## config.mk

```make
export PLATFORM = sky130hd
export DESIGN_NAME = miss_controller
export DESIGN_NICKNAME = d
export VERILOG_FILES = /design/src/hdl/mem_geom_pkg.sv /design/src/hdl/mem_bus_pkg.sv /design/src/hdl/miss_controller.sv
export SDC_FILE = /design/constraint.sdc
export NUM_CORES = 1
export LEC_CHECK = 0
export BUFFER_PORTS_ARGS = -buffer_cell sky130_fd_sc_hd__buf_2
export CAP_MARGIN = 20
export CORE_AREA = 3 3 125 127
export CTS_CLUSTER_DIAMETER = 50
export DETAILED_ROUTE_END_ITERATION = 16
export DIE_AREA = 0 0 128 130
export RECOVER_POWER = 50
export SLEW_MARGIN = 5
export SYNTH_ARGS = -nofsm -noshare
export SYNTH_HDL_FRONTEND = slang
export SYNTH_SLANG_ARGS = --single-unit
```

## constraint.sdc

```tcl
create_clock -name clk -period 2.01 [get_ports clk]
set_input_delay 0 -clock clk [delete_from_list [all_inputs] [get_ports clk]]
set_output_delay 0 -clock clk [all_outputs]
set_load 0.02 [all_outputs]
```

## src/hdl/mem_geom_pkg.sv

```systemverilog
`default_nettype none

package mem_geom_pkg;

	localparam int WORD_W      = 16;
	localparam int LINE_W      = 64;
	localparam int ADDR_W      = 16;
	// Word address minus the two offset bits
	localparam int LINE_ADDR_W = 14;

	typedef logic [WORD_W-1:0]      word_t;
	typedef logic [LINE_W-1:0]      line_t;
	typedef logic [LINE_ADDR_W-1:0] line_addr_t;

	// Word within a line with word 0 in bits [15:0]
	typedef logic [1:0]             offset_t;

endpackage

`default_nettype wire

```

## src/hdl/mem_bus_pkg.sv

```systemverilog
`default_nettype none

package mem_bus_pkg;

	// Processor port with the same layout for fetch and data
	typedef struct packed {
		logic                              valid;
		logic                              write;
		logic [mem_geom_pkg::ADDR_W-1:0]   addr;
		mem_geom_pkg::word_t               wdata;
	} cpu_req_t;

	typedef enum logic {
		READ_LINE,
		WRITE_LINE
	} mem_op_e;

	typedef struct packed {
		mem_op_e                  op;
		mem_geom_pkg::line_addr_t addr;
		mem_geom_pkg::line_t      wdata;
	} mem_req_t;

	typedef struct packed {
		mem_geom_pkg::line_t line;
	} mem_rsp_t;

	// Line currently sitting at the requested index
	typedef struct packed {
		logic                     dirty;
		mem_geom_pkg::line_addr_t addr;
		mem_geom_pkg::line_t      data;
	} victim_t;

endpackage

`default_nettype wire

```

## src/hdl/miss_controller.sv

```systemverilog
`timescale 1ns/1ps
`default_nettype none

module miss_controller #(
	parameter int MEM_CREDITS = 2
) (
	input  wire                             clk,
	input  wire                             i_arst_n,
	input  wire                             i_d_miss,
	input  wire mem_bus_pkg::victim_t       i_d_victim,
	input  wire                             i_i_miss,
	input  wire mem_geom_pkg::line_addr_t   i_i_addr,
	input  wire mem_geom_pkg::line_addr_t   i_d_addr,
	output logic                            o_d_fill_valid,
	output logic                            o_i_fill_valid,
	output mem_geom_pkg::line_t             o_fill_line,
	output logic                            o_mem_req_valid,
	output mem_bus_pkg::mem_req_t           o_mem_req,
	input  wire                             i_rsp_valid,
	input  wire mem_bus_pkg::mem_rsp_t      i_rsp,
	input  wire                             i_credit
);

	localparam int CRED_W = $clog2(MEM_CREDITS + 1);

	typedef enum logic [1:0] {
		IDLE,
		WRITEBACK,
		REFILL,
		WAIT_RSP
	} state_e;

	state_e            state_q;
	logic              serve_d_q;
	logic [CRED_W-1:0] credits_q;
	logic              have_credit;
	logic              issue;
	logic              fill;

	assign have_credit = (credits_q != '0);
	assign issue       = have_credit && ((state_q == WRITEBACK) || (state_q == REFILL));

	assign o_mem_req_valid = issue;

	always_comb begin
		o_mem_req.wdata = i_d_victim.data;
		if (state_q == WRITEBACK) begin
			o_mem_req.op   = mem_bus_pkg::WRITE_LINE;
			o_mem_req.addr = i_d_victim.addr;
		end else begin
			o_mem_req.op   = mem_bus_pkg::READ_LINE;
			o_mem_req.addr = serve_d_q ? i_d_addr : i_i_addr;
		end
	end

	// Only one READ_LINE is ever outstanding, so any response is ours
	assign fill           = (state_q == WAIT_RSP) && i_rsp_valid;
	assign o_d_fill_valid = fill && serve_d_q;
	assign o_i_fill_valid = fill && !serve_d_q;
	assign o_fill_line    = i_rsp.line;

	always_ff @(posedge clk or negedge i_arst_n) begin
		if (!i_arst_n) begin
			state_q   <= IDLE;
			serve_d_q <= 1'b0;
		end else begin
			case (state_q)
				IDLE: begin
					// Data side wins a tie
					if (i_d_miss) begin
						serve_d_q <= 1'b1;
						state_q   <= i_d_victim.dirty ? WRITEBACK : REFILL;
					end else if (i_i_miss) begin
						serve_d_q <= 1'b0;
						state_q   <= REFILL;
					end
				end
				WRITEBACK: begin
					if (have_credit) begin
						state_q <= REFILL;
					end
				end
				REFILL: begin
					if (have_credit) begin
						state_q <= WAIT_RSP;
					end
				end
				WAIT_RSP: begin
					if (i_rsp_valid) begin
						state_q <= IDLE;
					end
				end
				default: begin
					state_q <= IDLE;
				end
			endcase
		end
	end

	always_ff @(posedge clk or negedge i_arst_n) begin
		if (!i_arst_n) begin
			credits_q <= CRED_W'(MEM_CREDITS);
		end else begin
			credits_q <= credits_q + CRED_W'(i_credit) - CRED_W'(issue);
		end
	end

	// Memory hands back no more credits than were taken
	a_credit_bound: assert property (@(posedge clk) disable iff (!i_arst_n)
		credits_q <= CRED_W'(MEM_CREDITS));

	// Read data only comes back while a refill is awaited
	a_rsp_when_waiting: assert property (@(posedge clk) disable iff (!i_arst_n)
		i_rsp_valid |-> (state_q == WAIT_RSP));

endmodule

`default_nettype wire

```

==> impl_summary.txt <==
----------------------------------------------------
[Power and ir drop]
  Power density normalized to cell area ... 1350 nW/um^2
  Max VDD drop ... 0.883 mV
  Leakage power ... 0.609 nW
  Pwr Total ... 1.72 mW

[Worst setup path]
  Cell occurring most often along the worst timing path ... sky130_fd_sc_hd__ha_1
  Critical R2R Capture ... credits_q[1]
  Maximum single-stage delay on the critical path ... 0.38 ns
  Family with the most delay on the worst path ... adder cells
  CP endpoint kind ... register
  Startpoint-to-endpoint class of the critical path ... reg2reg
  Cell at the slowest stage of the critical path ... sky130_fd_sc_hd__dfrtp_1
  Depth of the worst register-to-register path ... 8
  CP max FO ... 4
  Minimum setup slack among reg-to-reg paths ... 0.27 ns
  Startpoint type of the worst setup path ... register
  Crit-path cells ... inv_1 -> ha_1 -> o21a_1 -> ha_1 -> inv_1 -> ha_1 -> xnor2_1 -> xnor2_1
  Startpoint of the lowest-slack register-to-register path ... state_q[0]
  Critical path data required time ... 2.17 ns
  Worst path arrival time ... 1.89 ns
  Worst path buffer plus inverter count ... 2

[Global routing]
  Initial antenna violation count ... 0
  Aggregate global routing overflow ... 0
  Largest net degree at the start of global routing ... 30
  Overall Global Routing Usage ... 4.60%
  Wire length of the first global-routing pass ... 5470 um
  Vias in the first global route ... 958

[Outcome]
  Run status ... finished clean

[Floorplanning]
  Number of core rows ... 44
  Die ar. ... 16600 sq um
  DIE WIDTH ... 128 um
  Core box area ... 14500 sq um
  Vertical die dimension ... 130 um
  Initial core utilization ... 11.0%
  I/O Pins ... 323

[Timing]
  Highest attainable clock frequency ... 575 MHz
  Setup repair after global routing missed its margin ... false
  Finish-stage setup viols ... 0
  Setup TNS Final ... 0 ns
  Shortest period the worst path allows ... 1.74 ns
  Slew @ Worst Pin ... 0.359 ns
  Final Hold Violating Endpoints ... 0
  Final period util ... 86.5%
  Number of pins with negative max-slew slack in the final report ... 0
  Clock Skews ... 0.00253 ns
  Max transition margin ... 76.0%

[Min path]
  Class of the tightest hold or removal check ... in2out
  Hold Path Origin ... i_rsp[2]
  End point of the most critical hold path ... o_fill_line[2]
  Number of cells on the worst hold path ... 0

[Synth]
  Synthesized netlist net count ... 391
  Proportion of netlist area held by the largest area contributor ... 60.7%
  Post-synth top flop ... sky130_fd_sc_hd__dfrtp_1
  Top cell type by total area after synthesis ... sky130_fd_sc_hd__buf_4
  Most used standard cell by instance count after synthesis ... sky130_fd_sc_hd__buf_4
  Async SR Flop Fraction ... 100%
  Number of warning messages in the yosys log ... 0
  Area contributors post-synth ... sky130_fd_sc_hd__buf_4 (61%), sky130_fd_sc_hd__mux2i_1 (9.4%), sky130_fd_sc_hd__dfrtp_1 (6.3%), sky130_fd_sc_hd__ha_1 (4.7%), sky130_fd_sc_hd__o21ai_0 (4.1%)
  Post-synthesis sequential element count ... 5
  Number of flops mapped to enable cells by yosys ... 0
  Mapped Area ... 1600 sq um
  Gate count of the mapped netlist ... 208
  Most common library cells after synthesis ... sky130_fd_sc_hd__buf_4 (129), sky130_fd_sc_hd__nand2_1 (16), sky130_fd_sc_hd__mux2i_1 (15)
  Synthesized area per cell ... 7.67 sq um
  Distinct cells, synth ... 21
  Share of the yosys chip area belonging to registers ... 7.92%

[Final layout]
  Number of antenna cells inserted ... 0
  Layout cells sized above 1 ... 50.7%
  Area growth syn-to-layout ... -20.1%
  Layout net count ... 332

[Clocking]
  Clk pin slew, worst setup/hold paths ... 0.03 ns
  CTS tree ... yes
  Depth of the CTS H-tree ... 1
  Buffer levels on the longest clock path ... 2
  Root buffer cell ... sky130_fd_sc_hd__clkbuf_16
  Latest clock arrival within the worst-skew pair ... 0.23 ns
  Quantity of gates resized following cts ... 0
  Sink Count ... 5
  Total clock buffers created by CTS ... 3

[Routing]
  Total DRC errors in the routed layout ... 0
  Number of nets with antenna violations after routing ... 0
  Iteration-0 DRC Markers ... 13
  Total Routed Length ... 4280 um
  Total vias in the final route ... 979
  Average via count per standard cell ... 2.95
  Routed wire length per instance ... 12.9 um
  Pre-Repair DR Iteration Count ... 2

[Place]
  Global placement routability congestion ... 0.649
  Count of input and output buffers ... 66
  Estimated wirelength of the detail-placed design ... 3510 um

[Run]
  Number of maximum-capacitance violations ... 0

----------------------------------------------------
-- flip-flops by register name (all words and copies together) (netlist names) --
signal / count
credits_q: 2
serve_d_q: 1
state_q: 2
-- cells by family (layout without fill, tap and decap cells) --
family,count (synthesis),after routing,synth area share (%)
buffers and inverters,138,78,62.9
adders and majority gates,6,6,4.71
DFF,5,5,7.92
muxes,16,16,10.4
and+or+nand+nor,22,22,5.88
xor gates and xnor gates,2,2,1.10
AOI/OAI and AO/OA,19,19,7.14
-- placed cells by master (no fill, tap or decap), drive strengths merged --
master,Yosys,final
buf,130,68
dfstp,1,1
o311ai,1,1
ha,6,6
nand2b,1,1
clkbuf,3,4
o21ai,16,16
inv,5,5
xnor2,2,2
mux2,1,1
mux2i,15,15
and3,1,1
o21a,1,1
dlygate4sd3,0,1
nor2,2,2
dfrtp,4,4
nand3,1,1
or3b,1,1
a22o,1,1
nand2,16,16
-- power by group --
part / total, mW / leakage, nW / switching, mW / internal, mW
Combinational: 1.17 / 0.513 / 0.680 / 0.492
Clock: 0.329 / 0.0382 / 0.0664 / 0.263
Sequential: 0.219 / 0.0572 / 0.0496 / 0.170
-- metal layers --
layer / wire, um / track usage (%) / vias up / share of wire, %
met1: 1110 / 3.22 / 376 / 26
met5: 0 / 0 / - / 0
li1: - / - / 410 / -
met3: 914 / 3.85 / 58 / 21
met2: 1600 / 5.98 / 135 / 37
met4: 647 / 7.43 / 0 / 15
-- through the flow --
step           std cells  util, %  setup slack, ns  instance area (sq um)  hold WS [ns]
2_1_floorplan        208        -            0.241                   1600        -0.296
3_3_place_gp         327     8.16            0.278                   1190        -0.172
3_5_place_dp         327     8.16            0.250                   1190        -0.171
4_1_cts              332     8.77            0.255                   1270      0.000137
5_1_grt              332     8.77            0.164                   1270     0.0000293
6_report             332     8.77            0.272                   1270    0.00000777
-- repair_timing --
action	4_1_cts	5_1_grt
buffers inserted	0	0
hold buffers	1	0
hold endpoints to repair	5	0
-- how the worst max path moves through the flow --
stage	from	end	depth (start not counted)	slack (ns)
2_1_floorplan	state_q[0]	credits_q[1]	8	0.24
3_3_place_gp	state_q[0]	credits_q[1]	8	0.28
3_5_place_dp	state_q[0]	credits_q[1]	8	0.25
4_1_cts	state_q[0]	credits_q[1]	8	0.25
5_1_grt	state_q[0]	credits_q[1]	8	0.16
6_report	state_q[0]	credits_q[1]	8	0.27
-- area by class of cell --
class / count / area [sq um]
timing repair buffer: 69 / 355
fill: 1704 / 13300
inverter: 5 / 18.8
multi-input combinational: 65 / 465
tap: 184 / 230
clock buffer: 4 / 78.8
sequential: 5 / 126
-- worst reg2reg max path: cells and delay by family (launching register included) --
family                     cells  cell delay (ns)
DFF                            1             0.38
buffers and inverters          2             0.11
AOI/OAI and AO/OA              1             0.12
xor gates and xnor gates       2             0.29
adders and majority gates      3             0.75
Note: power is estimated with default switching activity, not from simulation.
